--- src/source/lsq_params.svh ---
// **********************************************************
// size macros for the load/store unit
// address and data widths, queue depths, cache geometry
// **********************************************************

`ifndef LSQ_PARAMS_SVH
`define LSQ_PARAMS_SVH

// word address and data word
`define LSQ_ADDR_W      32
`define LSQ_DATA_W      64

// store queue ring
`define LSQ_SQ_ENT      8
`define LSQ_SQ_IDX_W    3

// load queue ring
`define LSQ_LQ_ENT      4
`define LSQ_LQ_IDX_W    2
`define LSQ_TAG_W       4

// direct-mapped cache, one word per line
`define LSQ_DC_LINES    16
`define LSQ_DC_IDX_W    4
`define LSQ_MISS_DEPTH  4

`endif

--- src/source/lsq_pkg.sv ---
// **********************************************************
// shared types of the load/store unit
// vector typedefs and the miss engine state
// **********************************************************

`include "lsq_params.svh"

package lsq_pkg;

	// word address
	typedef logic [`LSQ_ADDR_W-1:0] addr_t;

	// data word
	typedef logic [`LSQ_DATA_W-1:0] word_t;

	// store queue slot, and pointer with wrap bit
	typedef logic [`LSQ_SQ_IDX_W-1:0] sq_idx_t;
	typedef logic [`LSQ_SQ_IDX_W:0]   sq_ptr_t;

	// load queue pointer with wrap bit
	typedef logic [`LSQ_LQ_IDX_W:0] lq_ptr_t;

	// load identifier handed back on completion
	typedef logic [`LSQ_TAG_W-1:0] ld_tag_t;

	typedef enum logic {
		MISS_IDLE,
		MISS_WAIT
	} miss_state_t;

endpackage

--- src/source/dcache_if.sv ---
// **********************************************************
// bus between the store queue, load queue and data cache
// **********************************************************

`include "lsq_params.svh"

interface dcache_if;

	// load lookup
	logic                   lk_vld;
	logic [`LSQ_ADDR_W-1:0] lk_addr;
	logic                   hit;
	logic [`LSQ_DATA_W-1:0] hit_data;

	// miss request uses lk_addr
	logic                   miss_push;
	logic                   miss_full;

	// fill broadcast
	logic                   fill_vld;
	logic [`LSQ_ADDR_W-1:0] fill_addr;
	logic [`LSQ_DATA_W-1:0] fill_data;

	// store drain, held until ack
	logic                   st_req;
	logic [`LSQ_ADDR_W-1:0] st_addr;
	logic [`LSQ_DATA_W-1:0] st_data;
	logic                   st_ack;

	modport sq_mp (output st_req, st_addr, st_data, input st_ack);

	modport lq_mp (output lk_vld, lk_addr, miss_push,
		input hit, hit_data, miss_full, fill_vld, fill_addr, fill_data);

	modport cache_mp (input lk_vld, lk_addr, miss_push, st_req, st_addr, st_data,
		output hit, hit_data, miss_full, fill_vld, fill_addr, fill_data, st_ack);

endinterface

--- src/source/store_queue.sv ---
// **********************************************************
// store queue
// circular store ring with address valid and retire bits,
// load issue check, store to load forwarding, in-order drain
// **********************************************************

`include "lsq_params.svh"

module store_queue (
	input  logic              clk,
	input  logic              rst,
	input  logic              st_disp_i,
	input  logic              st_exec_i,
	input  logic              st_retire_i,
	input  lsq_pkg::sq_idx_t  st_sq_idx_i,
	input  lsq_pkg::addr_t    st_addr_i,
	input  lsq_pkg::word_t    st_data_i,
	input  logic              ld_vld_i,
	input  lsq_pkg::addr_t    ld_addr_i,
	input  lsq_pkg::sq_idx_t  ld_sq_pos_i,
	input  logic              lq_block_i,
	output lsq_pkg::sq_ptr_t  sq_tail_o,
	output logic              sq_full_o,
	output logic              ld_issue_ok_o,
	output logic              fwd_vld_o,
	output lsq_pkg::word_t    fwd_data_o,
	dcache_if.sq_mp           dc
);

	lsq_pkg::sq_ptr_t head_q;
	lsq_pkg::sq_ptr_t ret_q;
	lsq_pkg::sq_ptr_t tail_q;
	lsq_pkg::sq_idx_t head_idx;
	lsq_pkg::sq_idx_t ret_idx;
	lsq_pkg::sq_idx_t tail_idx;

	// slot storage
	lsq_pkg::addr_t sq_addr [`LSQ_SQ_ENT];
	lsq_pkg::word_t sq_data [`LSQ_SQ_ENT];
	logic [`LSQ_SQ_ENT-1:0] addr_vld;
	logic [`LSQ_SQ_ENT-1:0] ret_rdy;

	lsq_pkg::sq_idx_t    span;
	logic [`LSQ_SQ_IDX_W:0] older_cnt;
	logic                older_known;

	assign head_idx = head_q[`LSQ_SQ_IDX_W-1:0];
	assign ret_idx  = ret_q[`LSQ_SQ_IDX_W-1:0];
	assign tail_idx = tail_q[`LSQ_SQ_IDX_W-1:0];

	assign sq_tail_o = tail_q;
	assign sq_full_o = (head_idx == tail_idx) &&
		(head_q[`LSQ_SQ_IDX_W] != tail_q[`LSQ_SQ_IDX_W]);

	// **********************************************************
	// pointers and per-slot flags
	// **********************************************************
	always_ff @(posedge clk) begin
		if (rst) begin
			head_q   <= '0;
			ret_q    <= '0;
			tail_q   <= '0;
			addr_vld <= '0;
			ret_rdy  <= '0;
		end else begin
			if (st_disp_i) begin
				tail_q <= tail_q + 1'b1;
				addr_vld[tail_idx] <= 1'b0;
			end
			if (st_exec_i)
				addr_vld[st_sq_idx_i] <= 1'b1;
			if (st_retire_i) begin
				ret_q <= ret_q + 1'b1;
				ret_rdy[ret_idx] <= 1'b1;
			end
			// head store accepted by the cache
			if (dc.st_ack) begin
				head_q <= head_q + 1'b1;
				ret_rdy[head_idx]  <= 1'b0;
				addr_vld[head_idx] <= 1'b0;
			end
		end
	end

	always_ff @(posedge clk) begin
		if (st_exec_i) begin
			sq_addr[st_sq_idx_i] <= st_addr_i;
			sq_data[st_sq_idx_i] <= st_data_i;
		end
	end

	// **********************************************************
	// age walk for issue check and forwarding
	// **********************************************************

	// number of stores older than the load, all eight when full
	assign span = ld_sq_pos_i - head_idx;
	assign older_cnt = (sq_full_o && ld_sq_pos_i == head_idx) ?
		(`LSQ_SQ_IDX_W+1)'(`LSQ_SQ_ENT) : {1'b0, span};

	always_comb begin
		lsq_pkg::sq_idx_t slot;
		logic             is_older;
		older_known = 1'b1;
		fwd_vld_o   = 1'b0;
		fwd_data_o  = '0;
		// oldest first, so the last match is the youngest
		for (int k = 0; k < `LSQ_SQ_ENT; k++) begin
			slot     = head_idx + lsq_pkg::sq_idx_t'(k);
			is_older = (`LSQ_SQ_IDX_W+1)'(k) < older_cnt;
			if (is_older && !addr_vld[slot])
				older_known = 1'b0;
			if (is_older && addr_vld[slot] && sq_addr[slot] == ld_addr_i) begin
				fwd_vld_o  = ld_vld_i;
				fwd_data_o = sq_data[slot];
			end
		end
	end

	assign ld_issue_ok_o = older_known && !lq_block_i;

	// drain the head once it has retired
	assign dc.st_req  = ret_rdy[head_idx];
	assign dc.st_addr = sq_addr[head_idx];
	assign dc.st_data = sq_data[head_idx];

endmodule

--- src/source/load_queue.sv ---
// **********************************************************
// load queue
// hit, forward or miss choice, miss entries waiting on
// fills, in-order completion and the result register
// **********************************************************

`include "lsq_params.svh"

module load_queue (
	input  logic             clk,
	input  logic             rst,
	input  logic             ld_vld_i,
	input  lsq_pkg::addr_t   ld_addr_i,
	input  lsq_pkg::ld_tag_t ld_tag_i,
	input  logic             fwd_vld_i,
	input  lsq_pkg::word_t   fwd_data_i,
	output logic             lq_block_o,
	output logic             ld_done_o,
	output lsq_pkg::ld_tag_t ld_done_tag_o,
	output lsq_pkg::word_t   ld_done_data_o,
	dcache_if.lq_mp          dc
);

	lsq_pkg::lq_ptr_t head_q;
	lsq_pkg::lq_ptr_t tail_q;
	logic [`LSQ_LQ_IDX_W-1:0] head_idx;
	logic [`LSQ_LQ_IDX_W-1:0] tail_idx;

	// miss entries
	lsq_pkg::addr_t   lq_addr [`LSQ_LQ_ENT];
	lsq_pkg::ld_tag_t lq_tag [`LSQ_LQ_ENT];
	lsq_pkg::word_t   lq_data [`LSQ_LQ_ENT];
	logic [`LSQ_LQ_ENT-1:0] lq_vld;
	logic [`LSQ_LQ_ENT-1:0] lq_rdy;
	logic [`LSQ_LQ_ENT-1:0] fill_match;

	logic lq_full;
	logic ld_miss;
	logic head_rdy;

	assign head_idx = head_q[`LSQ_LQ_IDX_W-1:0];
	assign tail_idx = tail_q[`LSQ_LQ_IDX_W-1:0];
	assign lq_full  = (head_idx == tail_idx) &&
		(head_q[`LSQ_LQ_IDX_W] != tail_q[`LSQ_LQ_IDX_W]);
	assign head_rdy = lq_vld[head_idx] && lq_rdy[head_idx];

	// every load looks up the cache, forwarding wins over a hit
	assign dc.lk_vld    = ld_vld_i;
	assign dc.lk_addr   = ld_addr_i;
	assign ld_miss      = ld_vld_i && !fwd_vld_i && !dc.hit;
	assign dc.miss_push = ld_miss;

	assign lq_block_o = lq_full || dc.miss_full || head_rdy || dc.fill_vld;

	// only waiting entries take a fill
	always_comb begin
		for (int k = 0; k < `LSQ_LQ_ENT; k++)
			fill_match[k] = dc.fill_vld && lq_vld[k] && !lq_rdy[k] &&
				lq_addr[k] == dc.fill_addr;
	end

	// **********************************************************
	// entry control
	// **********************************************************
	always_ff @(posedge clk) begin
		if (rst) begin
			head_q <= '0;
			tail_q <= '0;
			lq_vld <= '0;
			lq_rdy <= '0;
		end else begin
			lq_rdy <= lq_rdy | fill_match;
			if (ld_miss) begin
				tail_q <= tail_q + 1'b1;
				lq_vld[tail_idx] <= 1'b1;
				lq_rdy[tail_idx] <= 1'b0;
			end
			if (head_rdy) begin
				head_q <= head_q + 1'b1;
				lq_vld[head_idx] <= 1'b0;
				lq_rdy[head_idx] <= 1'b0;
			end
		end
	end

	always_ff @(posedge clk) begin
		if (ld_miss) begin
			lq_addr[tail_idx] <= ld_addr_i;
			lq_tag[tail_idx]  <= ld_tag_i;
		end
		for (int k = 0; k < `LSQ_LQ_ENT; k++) begin
			if (fill_match[k])
				lq_data[k] <= dc.fill_data;
		end
	end

	// **********************************************************
	// result register
	// **********************************************************

	// issue is blocked while the head is ready, so never both
	always_ff @(posedge clk) begin
		if (rst)
			ld_done_o <= 1'b0;
		else
			ld_done_o <= head_rdy || (ld_vld_i && !ld_miss);
	end

	always_ff @(posedge clk) begin
		if (head_rdy) begin
			ld_done_tag_o  <= lq_tag[head_idx];
			ld_done_data_o <= lq_data[head_idx];
		end else if (ld_vld_i) begin
			ld_done_tag_o  <= ld_tag_i;
			ld_done_data_o <= fwd_vld_i ? fwd_data_i : dc.hit_data;
		end
	end

endmodule

--- src/source/dcache.sv ---
// **********************************************************
// data cache
// direct-mapped tag and data arrays, miss FIFO,
// single outstanding read engine, write-through stores
// **********************************************************

`include "lsq_params.svh"

module dcache (
	input  logic            clk,
	input  logic            rst,
	dcache_if.cache_mp      dc,
	output logic            mem_rd_o,
	output lsq_pkg::addr_t  mem_rd_addr_o,
	input  logic            mem_rsp_i,
	input  lsq_pkg::word_t  mem_rsp_data_i,
	output logic            mem_wr_o,
	output lsq_pkg::addr_t  mem_wr_addr_o,
	output lsq_pkg::word_t  mem_wr_data_o
);

	// line storage
	logic [`LSQ_DC_LINES-1:0] dc_vld;
	logic [`LSQ_ADDR_W-`LSQ_DC_IDX_W-1:0] dc_tag [`LSQ_DC_LINES];
	lsq_pkg::word_t dc_data [`LSQ_DC_LINES];

	logic [`LSQ_DC_IDX_W-1:0] lk_idx;
	logic [`LSQ_DC_IDX_W-1:0] st_idx;
	logic [`LSQ_DC_IDX_W-1:0] fill_idx;
	logic st_hit;

	// miss FIFO with wrap bits
	lsq_pkg::addr_t mf_addr [`LSQ_MISS_DEPTH];
	logic [$clog2(`LSQ_MISS_DEPTH):0] mf_wr;
	logic [$clog2(`LSQ_MISS_DEPTH):0] mf_rd;
	logic [$clog2(`LSQ_MISS_DEPTH)-1:0] mf_wr_idx;
	logic [$clog2(`LSQ_MISS_DEPTH)-1:0] mf_rd_idx;
	logic mf_empty;
	logic rd_start;

	lsq_pkg::miss_state_t state;
	lsq_pkg::addr_t rd_addr_q;
	lsq_pkg::word_t fill_data_q;
	logic fill_vld_q;

	assign lk_idx   = dc.lk_addr[`LSQ_DC_IDX_W-1:0];
	assign st_idx   = dc.st_addr[`LSQ_DC_IDX_W-1:0];
	assign fill_idx = rd_addr_q[`LSQ_DC_IDX_W-1:0];

	assign dc.hit = dc.lk_vld && dc_vld[lk_idx] &&
		dc_tag[lk_idx] == dc.lk_addr[`LSQ_ADDR_W-1:`LSQ_DC_IDX_W];
	assign dc.hit_data = dc_data[lk_idx];

	assign mf_wr_idx    = mf_wr[$clog2(`LSQ_MISS_DEPTH)-1:0];
	assign mf_rd_idx    = mf_rd[$clog2(`LSQ_MISS_DEPTH)-1:0];
	assign mf_empty     = mf_wr == mf_rd;
	assign dc.miss_full = (mf_wr_idx == mf_rd_idx) &&
		(mf_wr[$clog2(`LSQ_MISS_DEPTH)] != mf_rd[$clog2(`LSQ_MISS_DEPTH)]);
	assign rd_start     = state == lsq_pkg::MISS_IDLE && !mf_empty;

	assign dc.fill_vld  = fill_vld_q;
	assign dc.fill_addr = rd_addr_q;
	assign dc.fill_data = fill_data_q;

	// **********************************************************
	// read engine
	// **********************************************************
	always_ff @(posedge clk) begin
		if (rst) begin
			state      <= lsq_pkg::MISS_IDLE;
			mf_wr      <= '0;
			mf_rd      <= '0;
			mem_rd_o   <= 1'b0;
			fill_vld_q <= 1'b0;
			dc_vld     <= '0;
		end else begin
			mem_rd_o   <= rd_start;
			fill_vld_q <= state == lsq_pkg::MISS_WAIT && mem_rsp_i;
			if (dc.miss_push)
				mf_wr <= mf_wr + 1'b1;
			case (state)
				lsq_pkg::MISS_IDLE: begin
					if (!mf_empty) begin
						mf_rd <= mf_rd + 1'b1;
						state <= lsq_pkg::MISS_WAIT;
					end
				end
				lsq_pkg::MISS_WAIT: begin
					if (mem_rsp_i)
						state <= lsq_pkg::MISS_IDLE;
				end
				default: state <= lsq_pkg::MISS_IDLE;
			endcase
			// line becomes valid in the broadcast cycle
			if (fill_vld_q)
				dc_vld[fill_idx] <= 1'b1;
		end
	end

	always_ff @(posedge clk) begin
		if (dc.miss_push)
			mf_addr[mf_wr_idx] <= dc.lk_addr;
		if (rd_start)
			rd_addr_q <= mf_addr[mf_rd_idx];
		if (state == lsq_pkg::MISS_WAIT && mem_rsp_i)
			fill_data_q <= mem_rsp_data_i;
		if (fill_vld_q) begin
			dc_tag[fill_idx]  <= rd_addr_q[`LSQ_ADDR_W-1:`LSQ_DC_IDX_W];
			dc_data[fill_idx] <= fill_data_q;
		end
		if (dc.st_ack && st_hit)
			dc_data[st_idx] <= dc.st_data;
	end

	assign mem_rd_addr_o = rd_addr_q;

	// **********************************************************
	// write-through store path, no allocate
	// **********************************************************
	assign st_hit = dc_vld[st_idx] &&
		dc_tag[st_idx] == dc.st_addr[`LSQ_ADDR_W-1:`LSQ_DC_IDX_W];

	// hold the store back until all misses are filled
	assign dc.st_ack = dc.st_req && mf_empty && state == lsq_pkg::MISS_IDLE &&
		!fill_vld_q && !dc.miss_push;

	assign mem_wr_o      = dc.st_ack;
	assign mem_wr_addr_o = dc.st_addr;
	assign mem_wr_data_o = dc.st_data;

endmodule

--- src/source/lsq_top.sv ---
// **********************************************************
// load/store unit top level
// store queue, load queue and data cache on one bus
// **********************************************************

`include "lsq_params.svh"

module lsq_top (
	input  logic             clk,
	input  logic             rst,
	input  logic             st_disp_i,
	input  logic             st_exec_i,
	input  logic             st_retire_i,
	input  lsq_pkg::sq_idx_t st_sq_idx_i,
	input  lsq_pkg::addr_t   st_addr_i,
	input  lsq_pkg::word_t   st_data_i,
	input  logic             ld_vld_i,
	input  lsq_pkg::addr_t   ld_addr_i,
	input  lsq_pkg::sq_idx_t ld_sq_pos_i,
	input  lsq_pkg::ld_tag_t ld_tag_i,
	output lsq_pkg::sq_ptr_t sq_tail_o,
	output logic             sq_full_o,
	output logic             ld_issue_ok_o,
	output logic             ld_done_o,
	output lsq_pkg::ld_tag_t ld_done_tag_o,
	output lsq_pkg::word_t   ld_done_data_o,
	output logic             mem_rd_o,
	output lsq_pkg::addr_t   mem_rd_addr_o,
	input  logic             mem_rsp_i,
	input  lsq_pkg::word_t   mem_rsp_data_i,
	output logic             mem_wr_o,
	output lsq_pkg::addr_t   mem_wr_addr_o,
	output lsq_pkg::word_t   mem_wr_data_o
);

	logic           fwd_vld;
	lsq_pkg::word_t fwd_data;
	logic           lq_block;

	dcache_if dc_bus ();

	store_queue i_store_queue (
		.clk           (clk),
		.rst           (rst),
		.st_disp_i     (st_disp_i),
		.st_exec_i     (st_exec_i),
		.st_retire_i   (st_retire_i),
		.st_sq_idx_i   (st_sq_idx_i),
		.st_addr_i     (st_addr_i),
		.st_data_i     (st_data_i),
		.ld_vld_i      (ld_vld_i),
		.ld_addr_i     (ld_addr_i),
		.ld_sq_pos_i   (ld_sq_pos_i),
		.lq_block_i    (lq_block),
		.sq_tail_o     (sq_tail_o),
		.sq_full_o     (sq_full_o),
		.ld_issue_ok_o (ld_issue_ok_o),
		.fwd_vld_o     (fwd_vld),
		.fwd_data_o    (fwd_data),
		.dc            (dc_bus.sq_mp)
	);

	load_queue i_load_queue (
		.clk            (clk),
		.rst            (rst),
		.ld_vld_i       (ld_vld_i),
		.ld_addr_i      (ld_addr_i),
		.ld_tag_i       (ld_tag_i),
		.fwd_vld_i      (fwd_vld),
		.fwd_data_i     (fwd_data),
		.lq_block_o     (lq_block),
		.ld_done_o      (ld_done_o),
		.ld_done_tag_o  (ld_done_tag_o),
		.ld_done_data_o (ld_done_data_o),
		.dc             (dc_bus.lq_mp)
	);

	dcache i_dcache (
		.clk            (clk),
		.rst            (rst),
		.dc             (dc_bus.cache_mp),
		.mem_rd_o       (mem_rd_o),
		.mem_rd_addr_o  (mem_rd_addr_o),
		.mem_rsp_i      (mem_rsp_i),
		.mem_rsp_data_i (mem_rsp_data_i),
		.mem_wr_o       (mem_wr_o),
		.mem_wr_addr_o  (mem_wr_addr_o),
		.mem_wr_data_o  (mem_wr_data_o)
	);

endmodule

--- config.mk ---
export PLATFORM = sky130hd
export DESIGN_NAME = lsq_top
export DESIGN_NICKNAME = d
export VERILOG_FILES = /design/src/source/lsq_pkg.sv /design/src/source/dcache_if.sv /design/src/source/store_queue.sv /design/src/source/load_queue.sv /design/src/source/dcache.sv /design/src/source/lsq_top.sv
export VERILOG_INCLUDE_DIRS = /design/src /design/src/source
export SDC_FILE = /design/constraint.sdc
export NUM_CORES = 2
export LEC_CHECK = 0
export ABC_CLOCK_PERIOD_IN_PS = 14000
export BUFFER_PORTS_ARGS = -buffer_cell sky130_fd_sc_hd__buf_2
export CORE_MARGIN = 2
export CORE_UTILIZATION = 30
export CTS_BUF_LIST = sky130_fd_sc_hd__clkbuf_4
export DETAILED_ROUTE_END_ITERATION = 8
export PLACE_DENSITY = 0.44
export SETUP_SLACK_MARGIN = 0.05
export SLEW_MARGIN = 10
export SYNTH_ARGS = -nofsm -noshare
export SYNTH_HDL_FRONTEND = slang
export SYNTH_SLANG_ARGS = --single-unit
--- constraint.sdc ---
create_clock -name clk -period 14 [get_ports clk]
set_clock_uncertainty 0.15 [all_clocks]
set_input_delay 2.1 -clock clk [delete_from_list [all_inputs] [get_ports clk]]
set_output_delay 2.1 -clock clk [all_outputs]
set_load 0.1 [all_outputs]
Word-level counts from Yosys, hierarchy flattened:

Memory sizes are Yosys's and may differ from the RTL's. A register that Yosys moved wholly into a read port is not among the register bits.
Cells that the tools add are included.

* bits in registers: 200
* output and inout port bits: 205
* memories: 8
* logic and storage cells: 313
* bits in writable memories: 2768

Memory list
* i_dcache.dc_data: depth 16, bits a word 64, rd ports 1, clocked after memory_dff 0, write ports 1, line dcache.sv:25 `` lsq_pkg::word_t dc_data [`LSQ_DC_LINES]; ``
* i_store_queue.sq_data: depth 8, bits a word 64, rd ports 8, clocked after memory_dff 1, write ports 1, line store_queue.sv:39 `` lsq_pkg::word_t sq_data [`LSQ_SQ_ENT]; ``
* i_dcache.dc_tag: depth 16, bits a word 28, rd ports 2, clocked after memory_dff 0, write ports 1, line dcache.sv:24 `` logic [`LSQ_ADDR_W-`LSQ_DC_IDX_W-1:0] dc_tag [`LSQ_DC_LINES]; ``
* i_load_queue.lq_data: depth 4, bits a word 64, rd ports 1, clocked after memory_dff 1, write ports 4, line load_queue.sv:32 `` lsq_pkg::word_t lq_data [`LSQ_LQ_ENT]; ``
* i_store_queue.sq_addr: depth 8, bits a word 32, rd ports 8, clocked after memory_dff 1, write ports 1, line store_queue.sv:38 `` lsq_pkg::addr_t sq_addr [`LSQ_SQ_ENT]; ``
* i_dcache.mf_addr: depth 4, bits a word 32, rd ports 1, clocked after memory_dff 1, write ports 1, line dcache.sv:33 `` lsq_pkg::addr_t mf_addr [`LSQ_MISS_DEPTH]; ``
* 2 more memories

* reduce and logical (&&, ||, !) cells: 87
* bitwise gates (word level): 17
* magnitude comparators: 31
* equal/unequal tests: 22
* multiplexer cells: 114
* $add $sub $neg: 15

Operators by type and width (count)
* $mux 64: 12
* $eq 32x32->1: 12
* $mux 8: 8
* $reduce_or 64->1: 1
* $logic_and 1x1->1: 62
* $eq 28x28->1: 2
* $mux 1: 55
* $lt 3x4->1 const B: 11
* $mux 4: 10
* $bmux 1 s3: 9
* $and 8x8->8: 3
* $logic_not 1->1: 18
* $lt 3x4->1 const A: 4
* $not 8->8: 2
* $or 16x16->16: 1
* $or 8x8->8: 2
* $add 3x1->3 const B: 5
* $lt 4x5->1 const B: 3
* $add 3x3->3 const B: 4
* $add 4x1->4 const B: 3
* $and 4x4->4: 3
* $demux 1 s3: 4
* $ge 3x1->1 const B: 4
* $mux 3: 4
* other kinds (22): 44

Longest topological paths before layout:

* depth after elaboration: 25
* mapped depth: 28
* mapped depth without buffers: 15

Hierarchy:

Synthesis repeated with hierarchy kept, for this count alone.

* cell total of the unflattened synthesis: 8960
* area total of the unflattened synthesis: 156223.6 µm²

By module, submodules not included
* dcache: area an instance 70468.8 µm², cells each 3072, instances 1
* store_queue: area an instance 66117.2 µm², cells each 4816, instances 1
* load_queue: area an instance 19637.6 µm², cells each 1072, instances 1

Worst setup path before layout:

No wires, ideal clock.

* path type: flip-flop to flip-flop
* start point: register i_store_queue.tail_q[2], in the netlist i_store_queue.sq_tail_o[2]
* end point: memory i_dcache.dc_data[12][0] (netlist name), enable pin
* setup slack: 1.726 ns
* setup time: 0.580 ns
* arrival: 11.544 ns
* stages on the path, launching flop included: 15
* data required time: 13.270 ns
* path buffers: 2
* period minus slack after synthesis: 12.274 ns
* path through: dfxtp_1 -> clkbuf_1 -> xor2_1 -> nor4_1 -> nand2_1 -> nand2_1 -> o22ai_1 -> or3_1 -> or4_1 -> o311ai_2 -> nor3_1 -> nand3_1 -> nand4_4 -> buf_2 -> o31ai_1

* longest elaborated chain between the ends: 25

Ends and longest elaborated chain
* start, declared: line store_queue.sv:32 `lsq_pkg::sq_ptr_t tail_q;`
* start signal, assigned: line store_queue.sv:67 `tail_q <= tail_q + 1'b1;`
* $eq 3x3->1 *: line store_queue.sv:52 `assign sq_full_o = (head_idx == tail_idx) &&`
* $logic_and 1x1->1 *: line store_queue.sv:52
* net sq_full_o: line lsq_top.sv:22 `output logic sq_full_o,`
* $logic_and 1x1->1 *: line store_queue.sv:98 `assign older_cnt = (sq_full_o && ld_sq_pos_i == head_idx) ?`
* $mux 4 *: line store_queue.sv:98
* $lt 1x4->1: line store_queue.sv:110 `` is_older = (`LSQ_SQ_IDX_W+1)'(k) < older_cnt; ``
* $logic_and 1x1->1 (2 in a row): line store_queue.sv:113 `if (is_older && addr_vld[slot] && sq_addr[slot] == ld_addr_i) begin`
* $mux 1 (7 in a row): line store_queue.sv:113
* [... 2 more ...]
* $logic_and 1x1->1 * (2 in a row): line load_queue.sv:50 `assign ld_miss = ld_vld_i && !fwd_vld_i && !dc.hit;`
* $logic_not 1->1 *: line dcache.sv:125 `!fill_vld_q && !dc.miss_push;`
* $logic_and 1x1->1 *: line dcache.sv:125
* $logic_and 1x1->1 *: line dcache.sv:111 `if (dc.st_ack && st_hit)`
* $mux 1 *: line dcache.sv:111
* $mux 1 (implied by the code) *: line dcache.sv:112 `dc_data[st_idx] <= dc.st_data;`
* $reduce_or 64->1 (no source line)
* $mux 4 (no source line) or $mux 1 (tied branches)
* end, declared: line dcache.sv:25

The timed path passes the listed nets; every way through them passes the cells marked *.

Worst setup path in the final report:

* start point: register i_store_queue.head_q[1]
* end point: output port mem_wr_o

* longest elaborated chain between the ends: 20

Ends and longest elaborated chain
* start, declared: line store_queue.sv:30 `lsq_pkg::sq_ptr_t head_q;`
* start signal, assigned: line store_queue.sv:78 `head_q <= head_q + 1'b1;`
* branches (longest 19 deep; another with $mem_v2 8x32)
* $logic_and 1x1->1 *: line dcache.sv:125
* end, declared: line lsq_top.sv:31 `output logic mem_wr_o,`

Mark *: on every way between the ends. The select of a mux whose other input is x is not followed.

==> flow_summary_export.csv <==
group,metric,value,unit
synth,syn-num-nets,9905,
critical_path,crit_slowest_cell,"ha_4",
final_layout,drive_gt1_share,34.47,%
clocking,cts.htree.levels,6,
synth,seq_area_frac_synth,57.75,%
sta,slew_headroom,13.89,%
pwr,p_leak,0.05583,uW
clocking,cts_tree,"done",
floorplanning,rows,263,
outcome,status,"finished, final reports clean",
critical_path,crit_type,"reg2out",
synth,ys.flop_type,"edfxtp_1",
critical_path,cp_cell_sequence,"inv_6 > ha_4 > buf_4 > mux4_2 > mux2i_1 > xnor2_1 > nor4_1 > nand4_1 > a2111oi_0 > nand4_1 > nand3_1 > nor4_2 > buf_4 > nand2b_1 > buf_4 > inv_1 > buf_2",
drt,drc_errors,0,
drt,first_iter_violations,12690,
synth,avgSynthCellArea,16.02,um^2
floorplanning,die_h,722.7,um
final_layout,layoutNonFillerInstCount,18050,
placement,portBuffers,413,
floorplanning,die_width,722.7,um
floorplanning,boundaryPins,414,
global_route,grt_pass1_wl,835.6,mm
clocking,clk_latency,1.72,ns
global_route,grt-ovfl-total,0,
floorplanning,initial_core_util,30.16,%
sta,drv_slew,0,
synth,synth-seq-cells,3004,
drt,routed_wl,607.7,mm
critical_path,critPathLaunchType,"flop",
synth,synth_warnings,0,
clocking,postCtsHoldBufs,0,
drt,vias_per_cell,5.741,
final_layout,nets,10690,
clocking,cts_sinks,3004,
drt,ant_nets,0,
clocking,clkTransAtPathRegs,0.07,ns
final_layout,syn_to_final_growth,13.79,%
clocking,cts_buffers,813,
sta,final.setup.tns,0,ns
synth,ys_types,88,
sta,fin_crit_sh,79.95,%
hold_path,holdCritPathClass,"reg2reg",
sta,rsz0062_at_grt,"no",
global_route,track_usage,22.61,%
placement,gp_congestion,0.9301,
sta,tightest_slew,1.283,ns
synth,synthesis.area,154900,um^2
drt,via_count,103600,
sta,hold_viol,0,
sta,setup_viol,0,
floorplanning,dieArea,522200,um^2
critical_path,slowest_delay,0.98,ns
pwr,p_per_area,133.1,nW/um^2
drt,drt_first_pass_iters,6,
drt,wl_per_cell,33.67,um
global_route,antenna_found_initial,112,
clocking,cts-resized-gates,0,
synth,synth_edf_count,2932,
job,maxCapViolCount,0,
pwr,irDropWorstVdd,109.6,uV
global_route,grt_max_degree,127,
critical_path,worstPathRequired,11.75,ns
critical_path,crit_arrival,8.94,ns
synth,async_flop_share,0,%
critical_path,crit_path_frequent_cell,"buf_4",
floorplanning,core_region_area,513700,um^2
synth,synth_cells,9672,
sta,min_period,11.19,ns
clocking,postCtsSetupBuffers,0,
critical_path,cp_max_fo,53,
critical_path,end_kind,"primary output",
sta,clock.fmax,89.34,MHz
clocking,cts_root_buffer,"clkbuf_4",
pwr,fin_total_pwr,23460,uW
global_route,grt_pass1_vias,103200,
placement,dp_hpwl,380.6,mm
clocking,clk_path_buf_depth,4,
placement,dpl.cell_count,16530,
power breakdown:
part	internal, uW	total (uW)	switching [uW]	leakage, uW
sequential	10500	10800	311	0.0272
clock	4150	8040	3880	0.00620
combinational	1490	4660	3160	0.0225
total	16100	23500	7360	0.0558
path summary, 6_finish.rpt:
kind / from / end / slack [ns] / depth (start not counted)
max: i_store_queue.head_q[1] / mem_wr_o / 2.81 / 17
min: i_load_queue.lq_vld[0] / i_load_queue.lq_vld[0] / 0.34 / 1
max reg2reg: flop / i_dcache.dc_data[8][27] / 4.02 / 19
min reg2reg: i_load_queue.lq_vld[0] / i_load_queue.lq_vld[0] / 0.34 / 1
cell usage after synthesis, drive strengths merged, types with 35 or more instances:
cell	n	area share [%]
edfxtp	2932	57
mux4	1564	23
nand2	1219	3.0
nor2	458	1.1
mux2i	416	2.7
buf	394	1.3
clkbuf	358	0.87
xnor2	354	2.0
a21oi	329	1.1
mux2	171	1.4
o21ai	169	0.55
a31oi	167	0.67
nand3	151	0.49
xor2	124	0.71
o221ai	79	0.45
dfxtp	72	0.93
inv	68	0.17
nand4	67	0.28
o31a	64	0.36
nor4	54	0.22
and3	46	0.19
nor3	38	0.12
o22ai	38	0.15
a211oi	35	0.17
final cells by class:
class	count	area [um^2]
sequential	3004	89520
clock buffer	1145	8596
inverter	73	291.5
fill	49280	337400
timing repair buffer	724	4728
multi-input combinational	5843	62490
tap	6890	8621
antenna	55	137.6
clock inverter	315	1929
layout by cell type (no fill, tap or decap), types with 288 or more instances in the layout:
cell type	count
buf_2	409
nand2_1	1212
mux2i_1	406
buf_4	288
nor2_1	438
xnor2_1	352
clkbuf_4	1145
edfxtp_1	2932
mux4_2	1564
a21oi_1	328
cells by family after synthesis:
group,Yosys count,synth area share (%)
flip-flops,3004,57.75
multiplexers,2151,26.83
AND/OR/NAND/NOR,2128,5.780
AO/OA/AOI/OAI,1061,4.419
buffers and inverters,825,2.302
XOR/XNOR,478,2.714
adder cells (fa/ha/maj),25,0.2051
layer usage:
layer  wire, um  vias to the layer above  GRT usage [%]
met5        238                        -              0
met4      25080                       40          9.065
met3      54330                     1294          5.213
met2     284000                     5905          35.97
met1     244000                    54930          29.90
li1           -                    41460              -
sequential cells by signal (all words and copies together), names as in the netlist, 8 cells and up, named ones only:
name,count
i_store_queue.sq_addr,256
i_load_queue.lq_addr,128
i_dcache.dc_tag,448
i_dcache.dc_vld,16
i_store_queue.ret_rdy,8
i_store_queue.sq_data,512
i_dcache.dc.fill_data,64
i_dcache.dc_data,1024
i_dcache.dc.fill_addr,32
i_store_queue.addr_vld,8
i_load_queue.ld_done_data_o,64
i_load_queue.lq_data,256
i_load_queue.lq_tag,16
i_dcache.mf_addr,128
critical path: cells and delay by family (launching register included):
| family | cells | cell delay (ns) |
|---|---|---|
| buffers and inverters | 6 | 2.00 |
| AND/OR/NAND/NOR | 6 | 1.96 |
| adder cells (fa/ha/maj) | 1 | 0.98 |
| flip-flops | 1 | 0.81 |
| multiplexers | 2 | 0.76 |
| AO/OA/AOI/OAI | 1 | 0.38 |
| XOR/XNOR | 1 | 0.14 |
metrics by stage:
stage | instance area, um^2 | setup WS [ns] | hold slack, ns | util [%]
2_1_floorplan | 154900 | 1.726 | 0.2850 | -
3_3_place_gp | 165700 | 4.359 | 0.3155 | 32.25
3_5_place_dp | 165700 | 4.329 | 0.3284 | 32.25
4_1_cts | 176200 | 2.737 | 0.1604 | 34.30
5_1_grt | 176200 | 2.441 | 0.2601 | 34.31
6_report | 176300 | 2.807 | 0.3448 | 34.32
No activity file was read; power rests on OpenSTA's default activity.
